<file path="src/hdl/vga_timing_pkg.sv">
package vga_timing_pkg;

    ////////////////////////////////////////////////////////////
    // raster and buffer types
    ////////////////////////////////////////////////////////////

    localparam int BUF_INDEX_W = 13;                  // enough for 4800 entries.

    typedef logic [9:0]             pos_t;            // raster or scaled coordinate.
    typedef logic [BUF_INDEX_W-1:0] index_t;          // frame store address.

    ////////////////////////////////////////////////////////////
    // 640x480 raster, counts are inclusive
    ////////////////////////////////////////////////////////////

    localparam pos_t H_DISPLAY       = 10'd640;       // visible pixels per line.
    localparam pos_t V_DISPLAY       = 10'd480;       // visible lines.
    localparam pos_t H_MAX           = 10'd831;       // last horizontal count.
    localparam pos_t V_MAX           = 10'd520;       // lines per frame.
    localparam pos_t START_H_RETRACE = 10'd664;
    localparam pos_t END_H_RETRACE   = 10'd703;
    localparam pos_t START_V_RETRACE = 10'd489;
    localparam pos_t END_V_RETRACE   = 10'd491;

    ////////////////////////////////////////////////////////////
    // down-scaled frame store geometry
    ////////////////////////////////////////////////////////////

    localparam pos_t        SCALE_FACTOR = 10'd8;                    // screen pixels per cell side.
    localparam pos_t        BUF_WIDTH    = H_DISPLAY / SCALE_FACTOR; // 80 cells.
    localparam pos_t        BUF_HEIGHT   = V_DISPLAY / SCALE_FACTOR; // 60 cells.
    localparam int unsigned BUF_DEPTH    = 4800;                     // cells per bank.

endpackage

</file>
<file path="src/hdl/vga_sync_gen.sv">
`timescale 1ns/1ps

module vga_sync_gen (
    input  logic                 rst,
    input  logic                 VGA_clk,
    output vga_timing_pkg::pos_t h,
    output vga_timing_pkg::pos_t v,
    output logic                 active,
    output logic                 frame_start,
    output logic                 Hsync,
    output logic                 Vsync
);

    logic h_wrap;   // last count of the line.
    logic v_wrap;   // last line of the frame.

    assign h_wrap = (h == vga_timing_pkg::H_MAX);
    assign v_wrap = (v == vga_timing_pkg::V_MAX - 10'd1);

    ////////////////////////////////////////////////////////////
    // raster counters
    ////////////////////////////////////////////////////////////

    always_ff @(posedge rst or posedge VGA_clk) begin
        if (VGA_clk) begin
            h <= '0;
            v <= '0;
        end else begin
            if (h_wrap) begin
                h <= '0;
                if (v_wrap) begin
                    v <= '0;
                end else begin
                    v <= v + 10'd1;
                end
            end else begin
                h <= h + 10'd1;
            end
        end
    end

    ////////////////////////////////////////////////////////////
    // decode
    ////////////////////////////////////////////////////////////

    // counters sit at zero in reset, so both syncs are low there.
    assign Hsync = (h >= vga_timing_pkg::START_H_RETRACE) &&
                   (h <= vga_timing_pkg::END_H_RETRACE);
    assign Vsync = (v >= vga_timing_pkg::START_V_RETRACE) &&
                   (v <= vga_timing_pkg::END_V_RETRACE);

    assign active = (h < vga_timing_pkg::H_DISPLAY) &&
                    (v < vga_timing_pkg::V_DISPLAY);

    // first cycle of vertical retrace.
    assign frame_start = (h == '0) && (v == vga_timing_pkg::START_V_RETRACE);

endmodule

</file>
<file path="config.mk">
export PLATFORM = sky130hd
export DESIGN_NAME = vga_sync_gen
export DESIGN_NICKNAME = d
export VERILOG_FILES = /design/src/hdl/vga_timing_pkg.sv /design/src/hdl/vga_sync_gen.sv
export SDC_FILE = /design/constraint.sdc
export NUM_CORES = 1
export LEC_CHECK = 0
export BUFFER_PORTS_ARGS = -buffer_cell sky130_fd_sc_hd__clkbuf_2
export CORE_AREA = 3 3 52 54
export CTS_CLUSTER_SIZE = 8
export DETAILED_ROUTE_END_ITERATION = 8
export DIE_AREA = 0 0 55 57
export PLACE_DENSITY = 0.72
export SLEW_MARGIN = 10
export SYNTH_ARGS = -nofsm -noshare
export SYNTH_HDL_FRONTEND = slang
export SYNTH_SLANG_ARGS = --single-unit
</file>
<file path="constraint.sdc">
create_clock -name rst -period 1.9 [get_ports rst]
set_input_delay 0.57 -clock rst [delete_from_list [all_inputs] [get_ports rst]]
set_output_delay 0.57 -clock rst [all_outputs]
set_load 0.03 [all_outputs]
</file>
==> summary.txt <==
GR Util met1: 32.3%
Max frequency: 462 MHz
Total Routing Usage GR: 20.7%
Die Ht: 57 um
Num CTS Buffers: 3
HP Class: primary input to async pin
Fraction of layout cells with a size suffix above 1: 48.8%
Routed length per instance: 15.7 um
Dpl hpwl: 2.10 mm
NumNets Final: 178
Gp weighted congestion: 0.754
Final hold vios: 0
Worst Path Required: 1.33 ns
H-tree lvl count: 1
Top Ports: 26
Place WS: -0.0369 ns
Die Width: 55 um
Setup CP Type: flip-flop to output pin
Count leader, synth: dfrtp_1
Clock transition at the registers of the reported paths: 0.13 ns
DRC Markers: 0
Non-Filler Instances: 198
CP max-delay cell: dfrtp_2
Mapped Cells: 119
Failing checks: setup timing
Top cells by area, synth: dfrtp_1 43%, nand3_1 6.1%, ha_1 5.4%, xnor2_1 3.8%, xor2_1 3.8%
Final setup fails: 4
Most frequent cells after synthesis: 20 x dfrtp_1, 14 x nand3_1, 11 x nor2_1, 8 x inv_1, 7 x nand2_1
Total Wirelength: 3.12 mm
Period utilization: 114%
Share of the yosys chip area belonging to registers: 43.3%
CTS Buffer Depth: 2
Post-synthesis register bit count: 20
Status: complete, but fails checks
Max incr delay on CP: 0.43 ns
Area leader, netlist: dfrtp_1
Avg Synthesized Cell Area: 9.70 sq um
Vias per cell: 5.56
Initial core utilization: 51.2%
Synth-to-Final Area Change: 48.4%
Worst Reg-to-Reg Cells: 8
Maxcap violations: 0
Critical-path cell list: inv_2 > ha_4 > nor4b_4 > nand4b_1 > nor2_4 > buf_8
Setup crit end kind: output pin
Dpl cells: 189
Final worst-path setup slack: -0.264 ns
CP startpoint kind: flip-flop
Pwr Total: 659 uW
Area after DPL: 0.00150 sq mm
CTS root buf: clkbuf_4
Worst Tran Pin Value: 0.350 ns
Finished layout cell area: 0.00171 sq mm
Synthesized net count: 126
Row Count: 17
Share of async-settable or async-resettable flops after synthesis: 100%
Pre-Repair DR Iteration Count: 4
CTS tree: yes
Remaining Overflow, GRT: 0
Largest net degree at the start of global routing: 21
Slew Limit Fails: 0
Final min period: 2.16 ns
Relative slew slack: 76.6%
Primary FF master, synth: dfrtp_1
Clock Sink Count: 20
Met2 usage: 29.2%
Synth Warn #: 0
Die area: 0.00314 sq mm
Initial antenna violation count: 0
Final Hold Slack: 0.248 ns
PwrDens: 384 mW/mm^2
Crit path max fanout: 2
Routed via count: 1101
Global-route wire length before repair: 4.77 mm
RSZ-0062 raised after global routing: true
Latest clock arrival within the worst-skew pair: 0.31 ns
Worst EP arrival: 1.59 ns
GR Layer Usage met3: 3.13%
Layout Skew: 0.0113 ns
Top cell type's share of synthesized area: 43.3%
Port buffer count: 25
ANT cells: 0
Max rail drop VDD: 309 uV
Core Region: 0.00225 sq mm
Number of global-route vias before repair: 1009
First DRT Iteration DRCs: 24
EDFF count, synth: 0
Yosys cell types: 36
Post-DRT Antenna Nets: 0
Busiest grt layer: met1
Post-Syn Area: 0.00115 sq mm
Leakage: 0.803 nW
-- per-layer routing --
layer  vias up  part of all wire (%)  routed length, um
li1        524                     -                  -
met1       543                    48               1490
met2        29                    47               1460
met3         5                   4.3                135
met4         0                   1.2                 38
met5         -                     0                  0
-- where the power goes --
group	internal (mW)	switching, mW
clock network	0.0819	0.141
logic	0.00226	0.00900
registers	0.425	0
-- worst max-delay path: cells and delay by family, from the launching register on --
kind          cells  cell delay [ns]
fa+ha+maj         1             0.13
buf+inv           2             0.21
simple gates      3             0.52
flops             1             0.43
-- state kept, by name (all words and copies together) (netlist names) --
signal  cells
h          10
v          10
-- kinds of logic after synthesis --
kind of cell / synth area share (%)
XOR/XNOR: 7.58
adder cells (fa/ha/maj): 5.42
AND/OR/NAND/NOR: 29.6
multiplexers: 1.73
flip-flops: 43.3
buffers and inverters: 4.12
AO/OA/AOI/OAI: 8.23
-- timing repair --
item / in CTS / in global routing
pin swaps: 5 / 2
hold endpoints to repair: 0 / 0
setup endpoints to repair: 4 / 10
hold buffers: 0 / 0
resized for setup: 20 / 12
setup buffers: 2 / 3
-- cell type report --
cell class              instances  area [sq um]
well taps                      28          35.0
multi-input cells              87           723
repair buffers                 51           389
clock buffers                   4          26.3
inverters                       8          30.0
fillers                       150           541
flip-flops and latches         20           510
-- worst paths after layout --
| check | startpoint | to | slack [ns] |
|---|---|---|---|
| worst max-delay path | h[1] | frame_start | -0.26 |
| worst min-delay path | VGA_clk | h[8] | 0.25 |
| worst max register to register | h[0] | v[9] | 0.05 |
| worst min register to register | v[5] | v[5] | 0.59 |
| max in group asynchronous | VGA_clk | v[7] | 1.41 |
| min in group rst | v[5] | v[5] | 0.59 |
-- stage by stage --
| stage | TNS (ns) | util (%) |
|---|---|---|
| detailed placement | -0.0369 | 66.6 |
| CTS | -0.649 | 72.5 |
| global route | -0.884 | 76.0 |
| finish | -0.669 | 76.0 |
| floorplan | 0 | - |
| global placement | 0 | 66.6 |
-- cell usage in the layout (no fill, tap or decap), types with 2 or more instances in the layout --
master,count
buf_4,20
buf_6,5
nand2_1,6
inv_1,6
and3_1,2
inv_2,2
o21ai_0,4
nand4_1,3
dfrtp_1,12
nand3_1,13
a21oi_1,4
nor2_1,10
buf_8,2
nor3_4,2
mux2i_1,2
clkbuf_2,21
xor2_1,5
xnor2_1,5
nor4_4,2
ha_1,4
clkbuf_4,3
clkbuf_8,2
dfrtp_2,8
(Power assumes the default switching activity.)
