[src/hdl/vga_timing_pkg.sv]
package vga_timing_pkg;

    ////////////////////////////////////////////////////////////
    // raster and buffer types
    ////////////////////////////////////////////////////////////

    localparam int BUF_INDEX_W = 13;                  // enough for 4800 entries.

    typedef logic [9:0]             pos_t;            // raster or scaled coordinate.
    typedef logic [BUF_INDEX_W-1:0] index_t;          // frame store address.

    ////////////////////////////////////////////////////////////
    // 640x480 raster, counts are inclusive
    ////////////////////////////////////////////////////////////

    localparam pos_t H_DISPLAY       = 10'd640;       // visible pixels per line.
    localparam pos_t V_DISPLAY       = 10'd480;       // visible lines.
    localparam pos_t H_MAX           = 10'd831;       // last horizontal count.
    localparam pos_t V_MAX           = 10'd520;       // lines per frame.
    localparam pos_t START_H_RETRACE = 10'd664;
    localparam pos_t END_H_RETRACE   = 10'd703;
    localparam pos_t START_V_RETRACE = 10'd489;
    localparam pos_t END_V_RETRACE   = 10'd491;

    ////////////////////////////////////////////////////////////
    // down-scaled frame store geometry
    ////////////////////////////////////////////////////////////

    localparam pos_t        SCALE_FACTOR = 10'd8;                    // screen pixels per cell side.
    localparam pos_t        BUF_WIDTH    = H_DISPLAY / SCALE_FACTOR; // 80 cells.
    localparam pos_t        BUF_HEIGHT   = V_DISPLAY / SCALE_FACTOR; // 60 cells.
    localparam int unsigned BUF_DEPTH    = 4800;                     // cells per bank.

endpackage

[src/hdl/vga_bus_pkg.sv]
package vga_bus_pkg;

    ////////////////////////////////////////////////////////////
    // store bus
    ////////////////////////////////////////////////////////////

    typedef logic [63:0] addr_t;                      // processor store address.
    typedef logic [31:0] wdata_t;                     // processor store data.

    // the only register the controller answers to.
    localparam addr_t VGA_COLOR_ADDR = 64'h0000_0000_1000_0000;

    ////////////////////////////////////////////////////////////
    // pixel format
    ////////////////////////////////////////////////////////////

    typedef logic [3:0]  channel_t;                   // one colour channel.
    typedef logic [11:0] color_t;                     // {red, green, blue}.

    ////////////////////////////////////////////////////////////
    // data word layout, {y, x, colour}
    ////////////////////////////////////////////////////////////

    localparam int COLOR_LSB = 0;                     // colour in bits 11:0.
    localparam int X_LSB     = 12;                    // scaled x in bits 21:12.
    localparam int Y_LSB     = 22;                    // scaled y in bits 31:22.

endpackage

[src/hdl/vga_scan_out.sv]
`timescale 1ns/1ps

module vga_scan_out (
    input  logic                   rst,
    input  logic                   VGA_clk,
    input  vga_timing_pkg::pos_t   h,
    input  vga_timing_pkg::pos_t   v,
    input  logic                   active,
    output vga_timing_pkg::index_t rd_index,
    input  vga_bus_pkg::color_t    rd_color,
    output vga_bus_pkg::channel_t  VGA_r,
    output vga_bus_pkg::channel_t  VGA_g,
    output vga_bus_pkg::channel_t  VGA_b
);

    vga_timing_pkg::pos_t   cell_x;
    vga_timing_pkg::pos_t   cell_y;
    vga_timing_pkg::index_t cell_index;
    vga_bus_pkg::color_t    color_q;    // colour for the previous position.

    // screen position to scaled cell.
    assign cell_x = h / vga_timing_pkg::SCALE_FACTOR;
    assign cell_y = v / vga_timing_pkg::SCALE_FACTOR;

    assign cell_index = vga_timing_pkg::index_t'(cell_y) *
                        vga_timing_pkg::index_t'(vga_timing_pkg::BUF_WIDTH) +
                        vga_timing_pkg::index_t'(cell_x);

    // park on cell 0 outside the window so the read stays in range.
    assign rd_index = active ? cell_index : '0;

    always_ff @(posedge rst or posedge VGA_clk) begin
        if (VGA_clk) begin
            color_q <= '0;
        end else if (active) begin
            color_q <= rd_color;
        end else begin
            color_q <= '0;              // black in blanking.
        end
    end

    assign VGA_r = color_q[11:8];
    assign VGA_g = color_q[7:4];
    assign VGA_b = color_q[3:0];

endmodule

[config.mk]
export PLATFORM = sky130hd
export DESIGN_NAME = vga_scan_out
export DESIGN_NICKNAME = d
export VERILOG_FILES = /design/src/hdl/vga_timing_pkg.sv /design/src/hdl/vga_bus_pkg.sv /design/src/hdl/vga_scan_out.sv
export SDC_FILE = /design/constraint.sdc
export NUM_CORES = 1
export LEC_CHECK = 0
export BUFFER_PORTS_ARGS = -buffer_cell sky130_fd_sc_hd__buf_2
export CAP_MARGIN = 20
export CORE_MARGIN = 2
export CORE_UTILIZATION = 44
export CTS_CLUSTER_SIZE = 40
export DETAILED_ROUTE_END_ITERATION = 8
export PLACE_DENSITY = 0.93
export SYNTH_ARGS = -nofsm -noshare
export SYNTH_HDL_FRONTEND = slang
export SYNTH_SLANG_ARGS = --single-unit
[constraint.sdc]
create_clock -name rst -period 3.9 [get_ports rst]
set_input_delay 0.585 -clock rst [delete_from_list [all_inputs] [get_ports rst]]
set_output_delay 0.585 -clock rst [all_outputs]
set_load 0.1 [all_outputs]
==> results of run 1 <==
[layer usage]
metal	wire length (um)	vias up
met5	0	-
met4	43	0
met3	163	5
met2	1170	41
met1	729	405
li1	-	428
[cell type report]
type                            instances  share of cell area (%)
Clock buffer                            3                    1.79
Inverter                                5                    1.49
Sequential cell                        12                    23.9
Multi-Input combinational cell         74                    47.9
Tap cell                               27                    2.69
Timing Repair Buffer                   53                    22.3
[synthesized netlist by cell type, drive strengths merged, types with 3 or more instances]
| cell type | instances | area share [%] |
|---|---|---|
| nor3 | 3 | 1.6 |
| inv | 5 | 2.0 |
| dfrtp | 12 | 33 |
| and2 | 17 | 12 |
| xor2 | 4 | 3.8 |
| nor2 | 6 | 2.5 |
| nand2 | 3 | 1.2 |
| a21o | 3 | 2.5 |
| xnor2 | 3 | 2.9 |
| ha | 13 | 18 |
[final timing paths]
path / cells after the start / slack (ns) / end / from
hold / removal: 2 / 0.29 / color_q[1] / VGA_clk
min in group rst: 2 / 0.53 / color_q[11] / rd_color[11]
max in group asynchronous: 2 / 3.33 / color_q[3] / VGA_clk
setup / recovery: 10 / 0.27 / rd_index[11] / v[4]
[power by group]
part	total, W	leakage, nW	switching, W	internal (W)
Clock	0.0000706	0.0138	0.0000349	0.0000357
Combinational	0.000311	0.537	0.000239	0.0000723
Sequential	0.000132	0.155	0.00000120	0.000131
Total	0.000514	0.706	0.000275	0.000239
[worst max-delay path, cell delays in order]
cell and delay (ns):
buf_2 0.12, ha_1 0.30, ha_1 0.24, fa_1 0.42, a21o_1 0.19, a21oi_1 0.17, xor2_1 0.35, nand4_1 0.15
nand2_1 0.09, buf_2 0.42
[cells by family (layout without fill, tap and decap cells)]
| kind of cell | count (synthesis) | in the layout | synth area share (%) |
|---|---|---|---|
| adder cells (fa/ha/maj) | 15 | 15 | 22.1 |
| buffers and inverters | 7 | 61 | 2.87 |
| flip-flops | 12 | 12 | 32.8 |
| XOR/XNOR | 7 | 7 | 6.69 |
| AND/OR/NAND/NOR | 37 | 37 | 22.7 |
| AO/OA/AOI/OAI | 15 | 15 | 12.8 |
[metrics by stage]
step	std cells	worst slack (ns)	total power (W)	hold slack, ns	cell area, um2
final	174	0.271	0.000514	0.285	1260
after global routing	174	0.132	0.000539	0.306	1260
after CTS	174	0.253	0.000516	0.296	1260
after detailed placement	171	0.266	0.000445	0.588	1230
after global placement	171	0.377	0.000436	0.581	1230
after floorplan	93	0.252	0.000387	0.450	928
==> results.ini, run 1 <==
[cells_and_area]
fillerInstances = 180
layout_common_cells = buf_2 (52), and2_1 (17), ha_1 (13)
reg_top3 = color_q (12)
finalNetCount = 199
multiInputGateArea_um2 = 602
finalCoreUtilization_pct = 64.1
n_antenna_cell = 0
regArea_um2 = 300
area_growth_pct = 37.3
regMostFlops = color_q
drive_gt1_share_pct = 41.5
final_common_cell = buf_2
largest_reg_flops = 12

[drt]
wl_um = 2110
wl_per_cell_um = 12.1
num_vias = 879
drtAntennaViolNets = 0
drtPass1Iterations = 4
drc = 0
viasPerCell = 5.05
drtIter0Drc = 4

[yosys]
synth-seq-cells = 12
synth-edff-count = 0
yosys_warnings = 0
synth_nets = 143
synth.distinct_cells = 29
postSynth.asyncResetShare_pct = 100
synth-seq-area-share_pct = 32.8
syn_area_per_cell_um2 = 9.85
synthCells = 93
synth_area_um2 = 916
synthFlopType = dfrtp_1

[timing]
slew_violations = 0
worstMarginPinSlew_ns = 0.491
fmax_mhz = 276
setup-tns-final_ns = 0
finalCritPeriodShare_pct = 93.1
relSlewSlack_pct = 67.5
rsz0062_at_grt = no
post-route-min-period_ns = 3.63
setup_viol = 0
hold_violations = 0

[worst_setup_path]
critPathArrivalTime_ns = 3.04
crit_path_max_fanout = 4
cp-start-kind = primary input
crit_type = in2out
required_ns = 3.31
critPathCaptureType = output pin

[global_routing]
grt_overflow = 0
use_met1_pct = 17.3
global_route.peak_usage_layer = met2
grt_max_degree = 22
antenna_found_initial = 0
grt_util_met3_pct = 3.33
track_usage_pct = 18.2
use_met2_pct = 36.0
grt_pass1_vias = 819
grt_pass1_wl_um = 3420

[power]
power_density_mw_per_mm2 = 408
power_leakage_nw = 0.706
peakVddDrop_v = 0.000297

[outcome]
run_status = complete, no violations

[clock_network]
clockBufferDepth = 2
cts_max_level = 1
hold_buffers = 0
cts_root_buf = clkbuf_4
cts_setup_buffers = 0
cts.sinks = 12
clk_pin_slew_ns = 0.06
cts_tree = done
cts_buffers = 3
cts_resized = 0

[floorplan]
rows = 16
die_w_um = 49.6
start_util_pct = 46.7
die-area_mm2 = 0.00246
core_mm2 = 0.00196
ioPinCount = 60
die_h_um = 49.6

[place]
port_buffers = 53
gp_congestion = 0.729
place_hpwl_um = 1850

[min_path]
holdCritPathClass = in2async

[job]
maxCapViolations = 0

(Power assumes the default switching activity.)
==> inputs of run 2 (changes only) <==
--- a/config.mk
+++ b/config.mk
@@ -8,10 +8,11 @@
 export BUFFER_PORTS_ARGS = -buffer_cell sky130_fd_sc_hd__buf_2
 export CAP_MARGIN = 20
 export CORE_MARGIN = 2
-export CORE_UTILIZATION = 44
+export CORE_UTILIZATION = 41
 export CTS_CLUSTER_SIZE = 40
 export DETAILED_ROUTE_END_ITERATION = 8
-export PLACE_DENSITY = 0.93
+export MAX_ROUTING_LAYER = met4
+export PLACE_DENSITY = 0.88
 export SYNTH_ARGS = -nofsm -noshare
 export SYNTH_HDL_FRONTEND = slang
 export SYNTH_SLANG_ARGS = --single-unit
==> constraint.sdc (replaced) <==
create_clock -name rst -period 4.04 [get_ports rst]
set_input_delay 0.606 -clock rst [delete_from_list [all_inputs] [get_ports rst]]
set_output_delay 0.606 -clock rst [all_outputs]
set_load 0.1 [all_outputs]
==> run 2 against run 1 <==
Compared with the run above: non-clock buffer count stayed put; combinational power is 6.4% lower; via count is 3.8% lower; cell area is 1.7% lower; first-iteration DRC count is 130% higher; sequential share of layout area is 0.41 points higher; wire length is 9.7% lower; global-route usage is 2.2 points lower; power is 5.8% lower; critical path type unchanged; critical endpoint is now rd_index[12].
==> results.ini, run 2 (synthesis gave the netlist of run 1 again) <==
[outcome]
run_status = complete, no violations

[floorplan]
ioPinCount = 60  ; unchanged
start_util_pct = 42.2  ; -4.5 points
core_mm2 = 0.00217  ; +11%
die-area_mm2 = 0.00263  ; +6.7%
die_w_um = 51.3  ; +3.3%
die_h_um = 51.3  ; +3.3%
rows = 17  ; +1

[drt]
wl_um = 1900  ; -9.7%
num_vias = 846  ; -3.8%
viasPerCell = 4.83  ; -4.3%
drc = 0  ; unchanged
drtIter0Drc = 9  ; +5
drtPass1Iterations = 4  ; unchanged
drtAntennaViolNets = 0  ; unchanged
wl_per_cell_um = 10.9  ; -10%

[timing]
hold_violations = 0  ; unchanged
whs_ns = 0.324  ; +0.0390 ns
finalCritPeriodShare_pct = 90.9
setup_viol = 0  ; unchanged
post-route-min-period_ns = 3.67
worstMarginPinSlew_ns = 0.491  ; +0.000246 ns
fmax_mhz = 272
setup-tns-final_ns = 0  ; unchanged
rsz0062_at_grt = no
slew_violations = 0  ; unchanged
relSlewSlack_pct = 67.5  ; about the same

[clock_network]
cts_buffers = 3  ; unchanged
cts_setup_buffers = 0  ; unchanged
hold_buffers = 0  ; unchanged
cts_root_buf = clkbuf_4
cts_max_level = 1  ; unchanged
clockBufferDepth = 2  ; unchanged
cts.sinks = 12  ; unchanged
cts_resized = 0  ; unchanged
cts_tree = done
clk_pin_slew_ns = 0.06  ; about the same

[place]
placedInstanceArea_mm2 = 0.00121  ; -1.7%
port_buffers = 53  ; unchanged
gp_congestion = 0.811  ; +11%
place_hpwl_um = 1660  ; -10%

[worst_setup_path]
crit_chain = buf_2 -> ha_1 -> ha_1 -> fa_1 -> a21o_1 -> a21oi_1 -> xor2_1 -> o32a_1 -> or2_1 -> buf_2
cpLargestDelayFamily = adder cells
critPathSlowestCell = buf_2
critPathCaptureType = output pin
crit_cells = 10  ; unchanged
cp-start-kind = primary input
critPathMaxStageDelay_ns = 0.41  ; about the same
critPathArrivalTime_ns = 3.07  ; +0.03 ns
crit_type = in2out
crit_path_max_fanout = 4  ; unchanged
required_ns = 3.43  ; +0.12 ns
path_buf_inv = 2  ; unchanged

[power]
total_power_w = 0.000484  ; -5.8%
power_leakage_nw = 0.701  ; -0.71%
peakVddDrop_v = 0.000254  ; -15%
power_density_mw_per_mm2 = 391  ; -4.2%

[cells_and_area]
area_growth_pct = 35.0
stdcell_area_mm2 = 0.00124  ; -1.7%
finalCoreUtilization_pct = 57.0  ; -7.1 points
finalNetCount = 199  ; unchanged
multiInputGateArea_um2 = 594  ; -1.2%
reg_top3 = color_q (12)
fillerInstances = 196  ; +8.9%
n_antenna_cell = 0  ; unchanged
largest_reg_flops = 12  ; unchanged
layout_common_cells = buf_2 (53), and2_1 (17), ha_1 (13)
regArea_um2 = 300  ; unchanged
regMostFlops = color_q
drive_gt1_share_pct = 40.1  ; -1.4 points
final_common_cell = buf_2

[global_routing]
grt_pass1_vias = 793  ; -3.2%
track_usage_pct = 16.0  ; -2.2 points
grt_max_degree = 22  ; unchanged
antenna_found_initial = 0  ; unchanged
grt_pass1_wl_um = 3110  ; -9.3%
grt_overflow = 0  ; unchanged

[min_path]
holdCritPathClass = in2async

[job]
maxCapViolations = 0  ; unchanged

-- run 2: path summary, 6_finish.rpt --
path / start / endpoint / slack, ns
max: v[4] / rd_index[12] / 0.37
min: VGA_clk / color_q[4] / 0.32
max in group asynchronous: VGA_clk / color_q[3] / 3.43
min in group rst: rd_color[5] / color_q[5] / 0.55
-- run 2: per-stage QoR --
| step | instances | setup slack, ns |
|---|---|---|
| floorplan | 93 | 0.0408 |
| global placement | 172 | 0.393 |
| detailed placement | 172 | 0.356 |
| CTS | 175 | 0.356 |
| global route | 175 | 0.221 |
| finish | 175 | 0.367 |
-- run 2: routing by layer --
layer	vias to the layer above	global-route usage (%)	routed length (um)	share of wire, %
met4	0	8.77	37	1.9
li1	426	-	-	-
met2	37	30.5	985	52
met1	377	16.1	743	39
met3	6	1.17	139	7.3
met5	-	-	0	0
-- run 2: report_power, final --
group / internal (W) / switching [W]
Sequential: 0.000126 / 0.00000127
Clock: 0.0000343 / 0.0000311
Combinational: 0.0000655 / 0.000226
-- run 2: area by class of cell --
class / instances / share of cell area (%)
multi-input cells: 74 / 48.1
flip-flops and latches: 12 / 24.3
repair buffers: 53 / 21.5
well taps: 28 / 2.83
clock buffers: 3 / 1.82
inverters: 5 / 1.52
==> inputs of run 3 (changes only) <==
--- a/config.mk
+++ b/config.mk
@@ -7,7 +7,6 @@
 export LEC_CHECK = 0
 export BUFFER_PORTS_ARGS = -buffer_cell sky130_fd_sc_hd__buf_2
 export CAP_MARGIN = 20
-export CORE_MARGIN = 2
 export CORE_UTILIZATION = 41
 export CTS_CLUSTER_SIZE = 40
 export DETAILED_ROUTE_END_ITERATION = 8
==> run 3 against run 2 <==
Compared with the run above: core utilization grew 4.1 points; clock power shrank 3.1%; global-route usage grew 1.1 points; critical endpoint unchanged.
==> results.ini, run 3 (synthesis gave the netlist of run 1 again) <==
[worst_setup_path]
critPathCaptureType = output pin
required_ns = 3.43  ; about the same
cp-start-kind = primary input
critPathArrivalTime_ns = 3.08  ; about the same
crit_type = in2out
crit_path_max_fanout = 4  ; unchanged

[clock_network]
cts_root_buf = clkbuf_4
cts_tree = done
cts_setup_buffers = 0  ; unchanged
cts_max_level = 1  ; unchanged
clockBufferDepth = 2  ; unchanged
cts_buffers = 3  ; unchanged
clk_pin_slew_ns = 0.06  ; about the same
cts_resized = 0  ; unchanged
hold_buffers = 0  ; unchanged
cts.sinks = 12  ; unchanged

[job]
maxCapViolations = 0  ; unchanged

[global_routing]
track_usage_pct = 17.1  ; +1.1 points
grt_pass1_wl_um = 3170  ; +2.2%
antenna_found_initial = 0  ; unchanged
grt_pass1_vias = 850  ; +7.2%
grt_max_degree = 22  ; unchanged
grt_overflow = 0  ; unchanged

[drt]
drtAntennaViolNets = 0  ; unchanged
viasPerCell = 4.72  ; -2.4%
wl_per_cell_um = 10.3  ; -5.3%
wl_um = 1790  ; -5.8%
drtPass1Iterations = 4  ; unchanged
drc = 0  ; unchanged
num_vias = 821  ; -3.0%
drtIter0Drc = 9  ; unchanged

[floorplan]
rows = 16  ; -1
core_mm2 = 0.00202  ; -6.8%
ioPinCount = 60  ; unchanged
start_util_pct = 45.3  ; +3.1 points
die-area_mm2 = 0.00243  ; -7.7%
die_w_um = 49.3  ; -3.9%
die_h_um = 49.3  ; -3.9%

[power]
power_leakage_nw = 0.701  ; unchanged
peakVddDrop_v = 0.000206  ; -19%
power_density_mw_per_mm2 = 390  ; -0.49%

[timing]
relSlewSlack_pct = 67.5  ; about the same
rsz0062_at_grt = no
post-route-min-period_ns = 3.68  ; +0.0109 ns
setup-tns-final_ns = 0  ; unchanged
finalCritPeriodShare_pct = 91.2  ; +0.27 points
worstMarginPinSlew_ns = 0.492  ; +0.000354 ns
setup_viol = 0  ; unchanged
hold_violations = 0  ; unchanged
fmax_mhz = 271  ; -0.30%
setup_slack_ns = 0.356  ; -0.0109 ns
slew_violations = 0  ; unchanged

[cells_and_area]
multiInputGateArea_um2 = 594  ; unchanged
regArea_um2 = 300  ; unchanged
layout_common_cells = buf_2 (53), and2_1 (17), ha_1 (13)
fillerInstances = 177  ; -9.7%
area_growth_pct = 34.8
drive_gt1_share_pct = 40.1  ; unchanged
largest_reg_flops = 12  ; unchanged
regMostFlops = color_q
n_antenna_cell = 0  ; unchanged
final_common_cell = buf_2
reg_top3 = color_q (12)
finalNetCount = 199  ; unchanged

[min_path]
holdCritPathClass = in2async

[place]
gp_congestion = 0.757  ; -6.6%
place_hpwl_um = 1590  ; -4.2%
post-place-ws_ns = 0.366  ; +0.00981 ns
port_buffers = 53  ; unchanged

[outcome]
run_status = complete, no violations

[run 3: cell counts in the layout (fill, tap and decap cells not counted)]
No cell type changed its count.
[run 3: final timing paths]
path                             start      endpoint  slack [ns]
max                               v[4]  rd_index[12]        0.36
min                            VGA_clk    color_q[6]        0.32
max in group asynchronous      VGA_clk    color_q[8]        3.44
min in group rst           rd_color[5]    color_q[5]        0.56
[run 3: routing by layer]
layer | track usage [%] | part of all wire, %
met1 | 14.8 | 41
met3 | 2.80 | 7.1
met4 | 8.82 | 0
met5 | - | 0
met2 | 34.2 | 51
[run 3: final cells by class]
cell class / count / share of cell area (%)
clock buffers: 3 / 1.82
multi-input cells: 74 / 48.1
well taps: 27 / 2.74
inverters: 5 / 1.52
flip-flops and latches: 12 / 24.3
repair buffers: 53 / 21.5
[run 3: critical path: stages]
cell and delay [ns]:
buf_2 0.11, ha_1 0.29, ha_1 0.23, fa_1 0.41, a21o_1 0.19, a21oi_1 0.17, xor2_1 0.35, o32a_1 0.21
or2_1 0.09, buf_2 0.42
[run 3: power by group]
group | switching (W) | leakage (nW) | internal (W) | total, W
registers | 0.00000129 | 0.155 | 0.000126 | 0.000127
logic | 0.000225 | 0.532 | 0.0000654 | 0.000290
clock network | 0.0000293 | 0.0138 | 0.0000341 | 0.0000634
[run 3: stage by stage]
step	std cells	utilization [%]	instance area, um2	hold slack [ns]	power [W]
2_1_floorplan	93	-	921	0.471	0.000371
3_3_place_gp	171	60.0	1210	0.604	0.000416
3_5_place_dp	171	60.0	1210	0.605	0.000420
4_1_cts	174	61.1	1230	0.326	0.000486
5_1_grt	174	61.1	1230	0.343	0.000510
6_report	174	61.1	1230	0.325	0.000481
