===== src/hdl/vga_timing_pkg.sv =====
package vga_timing_pkg;

    ////////////////////////////////////////////////////////////
    // raster and buffer types
    ////////////////////////////////////////////////////////////

    localparam int BUF_INDEX_W = 13;                  // enough for 4800 entries.

    typedef logic [9:0]             pos_t;            // raster or scaled coordinate.
    typedef logic [BUF_INDEX_W-1:0] index_t;          // frame store address.

    ////////////////////////////////////////////////////////////
    // 640x480 raster, counts are inclusive
    ////////////////////////////////////////////////////////////

    localparam pos_t H_DISPLAY       = 10'd640;       // visible pixels per line.
    localparam pos_t V_DISPLAY       = 10'd480;       // visible lines.
    localparam pos_t H_MAX           = 10'd831;       // last horizontal count.
    localparam pos_t V_MAX           = 10'd520;       // lines per frame.
    localparam pos_t START_H_RETRACE = 10'd664;
    localparam pos_t END_H_RETRACE   = 10'd703;
    localparam pos_t START_V_RETRACE = 10'd489;
    localparam pos_t END_V_RETRACE   = 10'd491;

    ////////////////////////////////////////////////////////////
    // down-scaled frame store geometry
    ////////////////////////////////////////////////////////////

    localparam pos_t        SCALE_FACTOR = 10'd8;                    // screen pixels per cell side.
    localparam pos_t        BUF_WIDTH    = H_DISPLAY / SCALE_FACTOR; // 80 cells.
    localparam pos_t        BUF_HEIGHT   = V_DISPLAY / SCALE_FACTOR; // 60 cells.
    localparam int unsigned BUF_DEPTH    = 4800;                     // cells per bank.

endpackage


===== src/hdl/vga_bus_pkg.sv =====
package vga_bus_pkg;

    ////////////////////////////////////////////////////////////
    // store bus
    ////////////////////////////////////////////////////////////

    typedef logic [63:0] addr_t;                      // processor store address.
    typedef logic [31:0] wdata_t;                     // processor store data.

    // the only register the controller answers to.
    localparam addr_t VGA_COLOR_ADDR = 64'h0000_0000_1000_0000;

    ////////////////////////////////////////////////////////////
    // pixel format
    ////////////////////////////////////////////////////////////

    typedef logic [3:0]  channel_t;                   // one colour channel.
    typedef logic [11:0] color_t;                     // {red, green, blue}.

    ////////////////////////////////////////////////////////////
    // data word layout, {y, x, colour}
    ////////////////////////////////////////////////////////////

    localparam int COLOR_LSB = 0;                     // colour in bits 11:0.
    localparam int X_LSB     = 12;                    // scaled x in bits 21:12.
    localparam int Y_LSB     = 22;                    // scaled y in bits 31:22.

endpackage


===== src/hdl/vga_write_port.sv =====
`timescale 1ns/1ps

module vga_write_port (
    input  logic                   rst,
    input  logic                   VGA_clk,
    input  logic                   wr_enable,
    input  vga_bus_pkg::addr_t     addr,
    input  vga_bus_pkg::wdata_t    w_data,
    output logic                   wr_en,
    output vga_timing_pkg::index_t wr_index,
    output vga_bus_pkg::color_t    wr_color,
    output logic                   VGA_taken
);

    logic                   hit;          // store to the colour register.
    logic                   in_range;
    vga_timing_pkg::pos_t   px_x;
    vga_timing_pkg::pos_t   px_y;
    vga_bus_pkg::color_t    px_color;
    vga_timing_pkg::index_t px_index;

    assign hit = wr_enable && (addr == vga_bus_pkg::VGA_COLOR_ADDR);

    // unpack the data word.
    assign px_color = w_data[vga_bus_pkg::COLOR_LSB +: $bits(vga_bus_pkg::color_t)];
    assign px_x     = w_data[vga_bus_pkg::X_LSB +: $bits(vga_timing_pkg::pos_t)];
    assign px_y     = w_data[vga_bus_pkg::Y_LSB +: $bits(vga_timing_pkg::pos_t)];

    assign in_range = (px_x < vga_timing_pkg::BUF_WIDTH) &&
                      (px_y < vga_timing_pkg::BUF_HEIGHT);

    // row-major cell index, y * 80 + x.
    assign px_index = vga_timing_pkg::index_t'(px_y) *
                      vga_timing_pkg::index_t'(vga_timing_pkg::BUF_WIDTH) +
                      vga_timing_pkg::index_t'(px_x);

    always_ff @(posedge rst or posedge VGA_clk) begin
        if (VGA_clk) begin
            wr_en     <= 1'b0;
            VGA_taken <= 1'b0;
        end else begin
            wr_en     <= hit && in_range;   // off-screen pixels are dropped.
            VGA_taken <= hit;               // but still acknowledged.
        end
    end

    always_ff @(posedge rst) begin
        wr_index <= px_index;
        wr_color <= px_color;
    end

endmodule


===== config.mk =====
export PLATFORM = sky130hd
export DESIGN_NAME = vga_write_port
export DESIGN_NICKNAME = d
export VERILOG_FILES = /design/src/hdl/vga_timing_pkg.sv /design/src/hdl/vga_bus_pkg.sv /design/src/hdl/vga_write_port.sv
export SDC_FILE = /design/constraint.sdc
export NUM_CORES = 1
export LEC_CHECK = 0
export BUFFER_PORTS_ARGS = -buffer_cell sky130_fd_sc_hd__buf_2
export CAP_MARGIN = 20
export CORE_ASPECT_RATIO = 1.2
export CORE_MARGIN = 4
export CORE_UTILIZATION = 36
export CTS_CLUSTER_SIZE = 24
export DETAILED_ROUTE_END_ITERATION = 10
export PLACE_DENSITY = 0.82
export SYNTH_ARGS = -nofsm -noshare
export SYNTH_HDL_FRONTEND = slang
export SYNTH_SLANG_ARGS = --single-unit

===== constraint.sdc =====
create_clock -name rst -period 0.8 [get_ports rst]
set_clock_uncertainty 0.15 [all_clocks]
set_input_delay 0.08 -clock rst [delete_from_list [all_inputs] [get_ports rst]]
set_output_delay 0.08 -clock rst [all_outputs]
set_load 0.1 [all_outputs]

==> flow_summary.toml, run 1 <==
[status]
run_status = "aborted with a tool error"
failing_step = "global routing (5_1_grt)"
tool.error = "[ERROR DPL-0033] detailed placement checks failed during check placement."

[synthesis]
synthesized_area_fraction_occupied_by_and_or_nand_nor_cells = 0.1889
syn-num-nets = 233
synth.mux.area_fraction = 0
synth_adder_area_share = 0.1967
yosys.area_share.xor_xnor = 0.07498
synthCells = 115
yosysWarnings = 0
syn_area_um2 = 1285
ys_types = 26
synth_seq_area_share = 0.4284
synth_top_family_by_area = "adder cells"
synth.ff_latch_count = 27
synth_compound_gate_area_share = 0.1052
synth_area_per_cell_um2 = 11.17

[placed_design]
port-buffer-count = 125
detailed_place_hpwl_um = 4554
dpl_worst_slack_ns = -1.513
finalWeightedCongestion = 0.8623

[sta]
repair-timing-grt-worst-ep = "wr_index[12]$_DFF_P_/D"
worst_endpoint_kind = "sequential cell input"

[floorplanning]
die_w_um = 62.54
num_io_pins = 126
die-height_um = 73.45
floorplan.initialDensity = 0.3784
floorplan.rows = 23

[clock_network]
cts_sinks = 27
cts-root-buf = "clkbuf_8"
ctsLongestPathBuffers = 2
cts_inserted_buffers = 3
clock_tree.htree_level_count = 1

[global_routing]
pin_count_of_the_biggest_net_entering_global_routing = 17
number_of_antenna_violations_at_the_first_check_in_global_routing = 2
[through the flow]
| step | std cells | area, µm² | TNS [ns] |
|---|---|---|---|
| global placement | 299 | 2741 | -10.49 |
| floorplan | 115 | 1499 | -7.701 |
| detailed placement | 299 | 2741 | -10.84 |
| CTS | 323 | 3117 | -14.23 |
[kinds of logic after synthesis]
logic type / count (synthesis)
fa+ha+maj: 19
compound gates: 21
xor+xnor: 11
flops: 27
buf+inv: 2
simple gates: 35
[synth_stat cells]
master,instances,share of area
nor4b_2,1,0.012
and4_1,1,0.0068
dfxtp_1,25,0.39
nand3_1,1,0.0039
dfrtp_1,2,0.039
nor3_1,1,0.0039
nor2b_1,1,0.0049
nor4b_1,1,0.0068
o21a_1,3,0.018
xor2_1,2,0.014
o211ai_1,2,0.012
nand4_1,4,0.019
nor4_1,10,0.049
o21ai_0,5,0.019
a211oi_1,3,0.018
nor2_1,5,0.015
o21bai_1,1,0.0058
ha_1,17,0.17
inv_1,2,0.0058
or4_1,4,0.023
a21o_1,3,0.018
a21oi_1,4,0.016
nor4_2,4,0.039
xnor2_1,9,0.061
nand2_1,2,0.0058
fa_1,2,0.031
[what timing repair did]
action,CTS
gates resized for setup,27
hold buffers,17
setup buffers,3
pin swaps,17
endpoints found under the setup margin,37
endpoints found under the hold margin,22
gates cloned,0
==> run 2: changes to the inputs <==
CORE_AREA = 4 4 65 67   (was not set)
CORE_ASPECT_RATIO = not set   (was 1.2)
CORE_MARGIN = not set   (was 4)
CORE_UTILIZATION = not set   (was 36)
CTS_CLUSTER_SIZE = not set   (was 24)
DIE_AREA = 0 0 69 71   (was not set)
PLACE_DENSITY = not set   (was 0.82)
PLACE_DENSITY_LB_ADDON = 0.15   (was not set)
==> run 2 against run 1 <==
  * The flow now finishes, with violations (negative hold slack, negative setup slack)
  * Synthesized area unchanged
  * Synthesized cell count stayed put
==> flow_summary.toml, run 2 <==
[synthesis]
yosysWarnings = 0
synth_largest_area_cell = "dfxtp_1"
synth_enable_flop_cells = 0
synthCells = 115
dominantRegCellSynth = "dfxtp_1"
syn_area_um2 = 1285
synth-async-reset-ratio = 0.07407
synth_area_per_cell_um2 = 11.17
synth.ff_latch_count = 27
post_synth_main_area_contributors = "dfxtp_1, ha_1, xnor2_1"
synth_seq_area_share = 0.4284
post-synth-top-area-fraction = 0.3895
yosys.cell_count.top_type = "dfxtp_1"
synth_commonest_cells = "dfxtp_1, ha_1, nor4_1, xnor2_1"
ys_types = 26
syn-num-nets = 233

[routing]
drt.antenna.violating_nets = 0
drt-total-wl_um = 4992
routed_wire_length_per_instance_um = 14.77
number_of_drc_violations_after_detailed_routing = 0
violation_count_after_the_first_detailed_route_iteration = 13
dr_total_vias = 1609
detailedRoute.firstPassIterationCount = 3
via_cell_ratio = 4.760

[pwr]
peakVddDrop_mv = 1.415
leakage_nw = 1.427
p_per_area_nw_per_um2 = 2034

[clock_network]
worst_setup_hold_path_clk_slew_ns = 0.09
ctsLongestPathBuffers = 2
clock_tree.htree_level_count = 1
cts-root-buf = "clkbuf_8"
cts_sinks = 27
cts_inserted_buffers = 3
tritoncts_clock_tree = "built"
hold_buffers = 17

[status]
run_status = "finished, violations left"
violated_checks = "negative hold slack, negative setup slack"

[global_routing]
grt_first_pass_wirelength_um = 8314
pin_count_of_the_biggest_net_entering_global_routing = 17
via_count_of_the_first_global_routing_pass = 1813
number_of_antenna_violations_at_the_first_check_in_global_routing = 0
grt_overflow = 0
track_usage = 0.2117

[placed_design]
port-buffer-count = 125
detailed_place_hpwl_um = 4068
finalWeightedCongestion = 0.8627
dp_cells = 309

[cells_and_area]
syn2layout_area_growth_pct = 145.4
fill_cells = 205
final_cells = 338
final_common_cell = "buf_2"
largest_register = "wr_index"
post_route_core_utilization = 0.8678
number_of_flip_flops_under_the_largest_register_name = 13
layout_top_registers = "wr_index x13, wr_color x12"
layout_common_cells = "buf_2, buf_12, buf_4, dfxtp_4, dlygate4sd3_1"
multi_input_comb_area_um2 = 912.1
layout-drive-gt1-share = 0.7379
layout.area.seq_um2 = 651.9
nNetsFinal = 409
diodes = 0

[sta]
final_period_minus_worst_setup_slack_ns = 2.068
relSlewSlack = 0.7482
final_min_period_over_clock_period = 2.585
timing.fmax_mhz = 483.6
final.hold.worst_slack_ns = -0.08637
final_max_slew_viol_count = 0
tightest_slew_ns = 0.3754
rsz0062_at_grt = "true"
setup_viol = 37
report.final.hold_viol_count = 2
layout_setup_ws_ns = -1.268

[floorplanning]
floorplan.rows = 22
die-height_um = 71
num_io_pins = 126
die_area_um2 = 4899
floorplan.initialDensity = 0.3537
core_um2 = 3633
die_w_um = 69

[critical_path]
critPathMaxStageDelay_ns = 0.47
worstSetupStartpointType = "input pin"
timing.critical_path.fanout_max = 2
worst_path_max_delay_cell = "or4_1"
arrival_ns = 2.11
critical_path.most_common_cell = "ha_4"
crit_path_category = "input pin to flop"
worst_ep_required_time_ns = 0.84
endpoint_kind = "flop"
worstPathCellList = "buf_6 -> ha_4 -> ha_4 -> fa_2 -> xor2_2 -> ha_2 -> or4_1 -> o211ai_1 -> xnor2_1"

[worst_hold_path]
worst_hold_path.endpoint = "wr_index[4]"
hold_depth = 2
timing.hold.worst.start = "w_data[16]"
hold_path_class = "input pin to flop"

[job]
drv_cap = 0
-- run 2: repair_timing --
| item | CTS | global route |
|---|---|---|
| pin swaps | 13 | 11 |
| setup buffers | 5 | 4 |
| resized for setup | 17 | 11 |
| setup endpoints to repair | 37 | 37 |
| gates cloned | 0 | 0 |
| hold endpoints to repair | 22 | 2 |
-- run 2: kinds of logic after synthesis --
| kind of cell | synth area share |
|---|---|
| fa+ha+maj | 0.1967 |
| xor+xnor | 0.07498 |
| buf+inv | 0.005844 |
| flops | 0.4284 |
| compound gates | 0.1052 |
| simple gates | 0.1889 |
-- run 2: worst max path at each step --
stage,from,endpoint,slack [ns],cells past startpoint
floorplan,w_data[23],wr_index[11],-1.28,8
CTS,w_data[23],wr_index[11],-1.13,9
global route,w_data[23],wr_index[11],-1.31,9
global placement,w_data[23],wr_index[11],-1.43,9
finish,w_data[23],wr_index[11],-1.27,9
detailed placement,w_data[23],wr_index[11],-1.49,9
-- run 2: metal layers --
metal / track usage / vias to the layer above / wire length (µm) / share of wire
met2: 0.4206 / 92 / 2815 / 0.56
met5: 0 / - / 0 / 0
met4: 0.09978 / 0 / 123 / 0.025
li1: - / 789 / - / -
met3: 0.03835 / 9 / 352 / 0.071
met1: 0.2095 / 719 / 1701 / 0.34
-- run 2: through the flow --
step           total power [mW]  setup slack, ns  cell area (µm²)  setup TNS, ns
6_report                  6.412           -1.268             3153         -13.71
5_1_grt                   6.686           -1.306             3153         -14.84
4_1_cts                   6.339           -1.126             3077         -13.86
3_5_place_dp              5.376           -1.489             2748         -10.72
3_3_place_gp              5.309           -1.433             2748         -10.36
2_1_floorplan             3.857           -1.283             1499         -7.701
-- run 2: cell type report --
cell class / instances / share of cell area
clock inverters: 1 / 0.002381
multi-input cells: 86 / 0.2893
inverters: 2 / 0.002381
repair buffers: 171 / 0.4671
well taps: 48 / 0.01905
clock buffers: 3 / 0.01310
flip-flops and latches: 27 / 0.2067
-- run 2: worst max-delay path, delay by kind of cell --
family | cells | cell delay, ns
xor+xnor | 2 | 0.35
simple gates | 1 | 0.47
compound gates | 1 | 0.15
fa+ha+maj | 4 | 0.95
buf+inv | 1 | 0.10
-- run 2: power by group --
| part | switching, mW | internal (mW) | total [mW] |
|---|---|---|---|
| Sequential | 0.158 | 1.62 | 1.78 |
| Clock | 0.414 | 0.354 | 0.768 |
| Combinational | 2.19 | 1.68 | 3.87 |
Note: power is estimated with default switching activity, not from simulation.
==> run 3: changes to the inputs <==
CORE_AREA = 3 3 64 66   (was 4 4 65 67)
DIE_AREA = 0 0 67 69   (was 0 0 69 71)
MAX_ROUTING_LAYER = met4   (was not set)
==> run 3 against run 2 <==
  * The flow still finishes with violations (negative hold slack, negative setup slack)
  * Sequential power is essentially flat
  * Critical path depth unchanged
  * Via count decreased by 0.12%
  * Sequential share of layout area rose by 0.20 points
  * Fmax increased by 3.9%
  * Critical path type unchanged
  * Largest cell class unchanged
==> flow_summary.toml, run 3 (same netlist as run 2, synthesis figures left out) <==
[sta]
final_period_minus_worst_setup_slack_ns = 1.991
rsz0062_at_grt = "true"
report.final.hold_viol_count = 3
final.setup.tns_ns = -13.51
final_max_slew_viol_count = 0
final_min_period_over_clock_period = 2.488
setup_viol = 37
final.hold.worst_slack_ns = -0.07085
layout_setup_ws_ns = -1.191
timing.fmax_mhz = 502.4
relSlewSlack = 0.7913
tightest_slew_ns = 0.3102

[cells_and_area]
largest_register = "wr_index"
fill_cells = 197
nNetsFinal = 404
final_common_cell = "buf_2"
layout-drive-gt1-share = 0.7123
final_cells = 333
layout_common_cells = "buf_2, buf_12, dfxtp_4, buf_4, dlygate4sd3_1"
layout_top_registers = "wr_index x13, wr_color x12"
final_area_um2 = 3123
diodes = 0
number_of_flip_flops_under_the_largest_register_name = 13
post_route_core_utilization = 0.8595
syn2layout_area_growth_pct = 143.0

[critical_path]
crit_path_category = "input pin to flop"
worstSetupStartpointType = "input pin"
endpoint_kind = "flop"
arrival_ns = 2.03
worst_ep_required_time_ns = 0.84
timing.critical_path.fanout_max = 2

[routing]
routed_wire_length_per_instance_um = 14.42
dr_total_vias = 1607
via_cell_ratio = 4.826
number_of_drc_violations_after_detailed_routing = 0
drt-total-wl_um = 4803
violation_count_after_the_first_detailed_route_iteration = 35
detailedRoute.firstPassIterationCount = 4
drt.antenna.violating_nets = 0

[pwr]
leakage_nw = 1.410
peakVddDrop_mv = 1.076
p_per_area_nw_per_um2 = 2018

[global_routing]
grt.met2_usage = 0.4094
pin_count_of_the_biggest_net_entering_global_routing = 15
grt_util_met3 = 0.01792
grt_overflow = 0
number_of_antenna_violations_at_the_first_check_in_global_routing = 0
busiest_layer_in_global_routing = "met2"
met1_usage_grt = 0.2071
track_usage = 0.2166
via_count_of_the_first_global_routing_pass = 1737
grt_first_pass_wirelength_um = 7486

[floorplanning]
floorplan.rows = 22
floorplan.initialDensity = 0.3537
die_w_um = 67
core_um2 = 3633
die-height_um = 69
num_io_pins = 126
die_area_um2 = 4623

[job]
drv_cap = 0

[clock_network]
worst_setup_hold_path_clk_slew_ns = 0.09
ctsLongestPathBuffers = 2
clock_tree.htree_level_count = 1
tritoncts_clock_tree = "built"
hold_buffers = 17
cts_inserted_buffers = 3
cts_sinks = 27
cts-root-buf = "clkbuf_8"

[status]
run_status = "finished, violations left"
violated_checks = "negative hold slack, negative setup slack"

[placed_design]
port-buffer-count = 125
dp_cells = 310
finalWeightedCongestion = 0.8302
detailed_place_hpwl_um = 3857
dpl_worst_slack_ns = -1.481
place_area_um2 = 2755

[worst_hold_path]
hold_depth = 2
hold_path_class = "input pin to flop"
## run 3: cell types whose count changed in the layout (fill, tap and decap cells not counted), sizes merged
cell	delta
buf	-5
clkbuf	+1
clkinvlp	-1
## run 3: metal layers
metal  up-vias  routed length (µm)  share of wire
met3        13                 353          0.073
met4         0                 173          0.036
met5         -                   0              0
met1       718                1554           0.32
met2        96                2721           0.57
li1        780                   -              -
## run 3: critical path, stage by stage
cell and delay (ns):
buf_8 0.10, ha_4 0.23, ha_4 0.16, fa_2 0.37
xor2_1 0.16, ha_2 0.18, or4_1 0.48, o211ai_1 0.13
xnor2_1 0.13
## run 3: power by group
part           leakage, nW  total, mW  internal, mW  switching (mW)
registers            0.243       1.78          1.62           0.157
clock network       0.0228      0.735         0.355           0.379
logic                 1.14       3.79          1.64            2.16
total                 1.41       6.30          3.61            2.69
## run 3: path summary, 6_finish.rpt
kind / startpoint / endpoint / slack (ns)
setup / recovery: w_data[23] / wr_index[11] / -1.19
max in group asynchronous: VGA_clk / wr_en / 0.32
hold / removal: w_data[16] / wr_index[4] / -0.07
min in group asynchronous: VGA_clk / VGA_taken / 0.05
## run 3: stage by stage
step / hold slack, ns / total power, mW
6_report: -0.07085 / 6.304
5_1_grt: -0.06247 / 6.560
3_3_place_gp: -0.2153 / 5.312
3_5_place_dp: -0.2093 / 5.380
4_1_cts: -0.08715 / 6.267
2_1_floorplan: -0.3288 / 3.857
## run 3: area by class of cell
| cell class | count | area, µm² | share of cell area |
|---|---|---|---|
| Timing Repair Buffer | 166 | 1460 | 0.4675 |
| Multi-Input combinational cell | 86 | 898.4 | 0.2877 |
| Inverter | 2 | 7.507 | 0.002404 |
| Tap cell | 48 | 60.06 | 0.01923 |
| Clock buffer | 4 | 45.04 | 0.01442 |
| Sequential cell | 27 | 651.9 | 0.2087 |
## run 3: timing repair
action | 4_1_cts | 5_1_grt
pin swaps | 14 | 11
setup buffers | 0 | 3
gates cloned | 0 | 0
endpoints found under the hold margin | 21 | 3
resized for setup | 22 | 7
endpoints found under the setup margin | 37 | 37
==> run 4: changes to the inputs <==
clock period = 2.3 ns   (was 0.8 ns; I/O delays follow)
==> run 4 against run 3 <==
  * Wire length fell by 18%
  * Count of clock-buffer cells in the layout unchanged
  * Utilization decreased by 23 points
  * Critical path type unchanged
  * Non-clock buffer count fell by 12
  * First-iteration DRC count down 29%
  * Largest cell class unchanged
  * Flip-flop and latch count unchanged
  * The run now ends clean
  * Hold slack improved by 0.11 ns
  * Via count is 8.8% lower
==> flow_summary.toml, run 4 (same netlist as run 2, synthesis figures left out) <==
[global_routing]
number_of_antenna_violations_at_the_first_check_in_global_routing = 1
grt_first_pass_wirelength_um = 5961
via_count_of_the_first_global_routing_pass = 1445
pin_count_of_the_biggest_net_entering_global_routing = 15
track_usage = 0.1689
grt_overflow = 0

[sta]
final_min_period_over_clock_period = 0.9418
timing.fmax_mhz = 461.7
final_period_minus_worst_setup_slack_ns = 2.166
tightest_slew_ns = 0.5021
final_max_slew_viol_count = 0
rsz0062_at_grt = "false"
relSlewSlack = 0.6676
setup_viol = 0
report.final.hold_viol_count = 0

[pwr]
power.share.combinational = 0.544
peakVddDrop_mv = 0.4564
share_seq_of_total_power = 0.314
p_clk_frac = 0.142
leakage_nw = 1.163
p_per_area_nw_per_um2 = 767.1
power_switching_mw = 0.8431
finalPower_mw = 1.767
p_int_mw = 0.9239
power_switching_share = 0.4771

[critical_path]
worst_ep_required_time_ns = 2.34
critPathMaxStageDelay_ns = 0.43
worstPathCellList = "buf_2 -> ha_4 -> ha_2 -> fa_2 -> ha_1 -> o21ai_0 -> nor2_1 -> o21a_1 -> o211ai_1 -> xnor2_1"
worst_path_max_delay_cell = "fa_2"
crit_path_category = "input pin to flop"
endpoint_kind = "flop"
worstSetupStartpointType = "input pin"
arrival_ns = 2.21
timing.critical_path.fanout_max = 3

[clock_network]
worst_setup_hold_path_clk_slew_ns = 0.09
cts_sinks = 27
cts_inserted_buffers = 3
ctsLongestPathBuffers = 2
clock_tree.htree_level_count = 1
postCtsSetupBuffers = 0
cts_resized = 0
cts-root-buf = "clkbuf_8"
tritoncts_clock_tree = "built"

[cells_and_area]
layout_common_cells = "buf_2, dfxtp_1, dlygate4sd3_1, ha_1"
layout-drive-gt1-share = 0.5385
final_area_um2 = 2303
largest_register = "wr_index"
final_common_cell = "buf_2"
number_of_flip_flops_under_the_largest_register_name = 13
nNetsFinal = 392
layout_top_registers = "wr_index x13, wr_color x12"
post_route_core_utilization = 0.6340
syn2layout_area_growth_pct = 79.26
fill_cells = 329
final_cells = 322

[placed_design]
place_area_um2 = 2066
port-buffer-count = 125
dp_cells = 298
finalWeightedCongestion = 0.8465
detailed_place_hpwl_um = 3369

[floorplanning]
die-height_um = 69
floorplan.rows = 22
die_w_um = 67
floorplan.initialDensity = 0.3537
num_io_pins = 126
die_area_um2 = 4623
core_um2 = 3633

[routing]
dr_total_vias = 1466
number_of_drc_violations_after_detailed_routing = 0
detailedRoute.firstPassIterationCount = 4
violation_count_after_the_first_detailed_route_iteration = 25
via_cell_ratio = 4.553
drt-total-wl_um = 3929
routed_wire_length_per_instance_um = 12.20
drt.antenna.violating_nets = 0

[job]
drv_cap = 0

[worst_hold_path]
hold_path_class = "input pin to flop"

[status]
run_status = "complete, no violations"
## run 4: cell types whose count changed in the layout (fill, tap and decap cells not counted), sizes merged
cell / change
buf: -14
diode: +1
dlygate4sd3: +2
## run 4: final cells by class
class	instances	area, µm²	share of cell area
sequential	27	550.5	0.2390
antenna	1	2.502	0.001086
clock buffer	4	45.04	0.01955
timing repair buffer	154	890.9	0.3867
multi-input combinational	86	747.0	0.3243
tap	48	60.06	0.02607
inverter	2	7.507	0.003259
## run 4: what timing repair did
action / CTS / global route
hold buffers: 19 / 0
endpoints found under the setup margin: 0 / 0
endpoints found under the hold margin: 19 / 0
## run 4: routing by layer
layer | wire length [µm] | vias up | global-route usage
met4 | 65 | 0 | 0.06532
met3 | 327 | 6 | 0.03094
li1 | - | 762 | -
met1 | 1552 | 638 | 0.1752
met5 | 0 | - | -
met2 | 1984 | 60 | 0.3046
## run 4: worst paths after layout
kind / to / cells after the start / start / slack (ns)
min in group asynchronous: VGA_taken / 3 / VGA_clk / 0.22
hold / removal: wr_index[4] / 2 / w_data[22] / 0.04
max in group asynchronous: wr_en / 3 / VGA_clk / 1.66
setup / recovery: wr_index[12] / 10 / w_data[25] / 0.13
## run 4: stage by stage
step / TNS [ns] / setup WS (ns) / hold WS, ns
floorplan: 0 / 0.03277 / -0.1788
global placement: -0.3011 / -0.1277 / -0.05942
detailed placement: -0.3524 / -0.1465 / -0.05956
CTS: 0 / 0.1258 / 0.04122
global route: 0 / 0.01511 / 0.03821
finish: 0 / 0.1339 / 0.04292
## run 4: power groups by stage
stage / registers, mW / logic [mW] / clock network [mW]
6_report: 0.554 / 0.961 / 0.252
5_1_grt: 0.561 / 1.01 / 0.284
4_1_cts: 0.556 / 0.964 / 0.263
3_5_place_dp: 0.567 / 0.939 / 0
3_3_place_gp: 0.562 / 0.936 / 0
2_1_floorplan: 1.09 / 0.190 / 0
## run 4: critical path, delay by kind of cell
kind                     cells  cell delay [ns]
AND/OR/NAND/NOR              1             0.07
adder cells (fa/ha/maj)      4             1.19
buffers and inverters        1             0.13
XOR/XNOR                     1             0.13
AO/OA/AOI/OAI                3             0.45
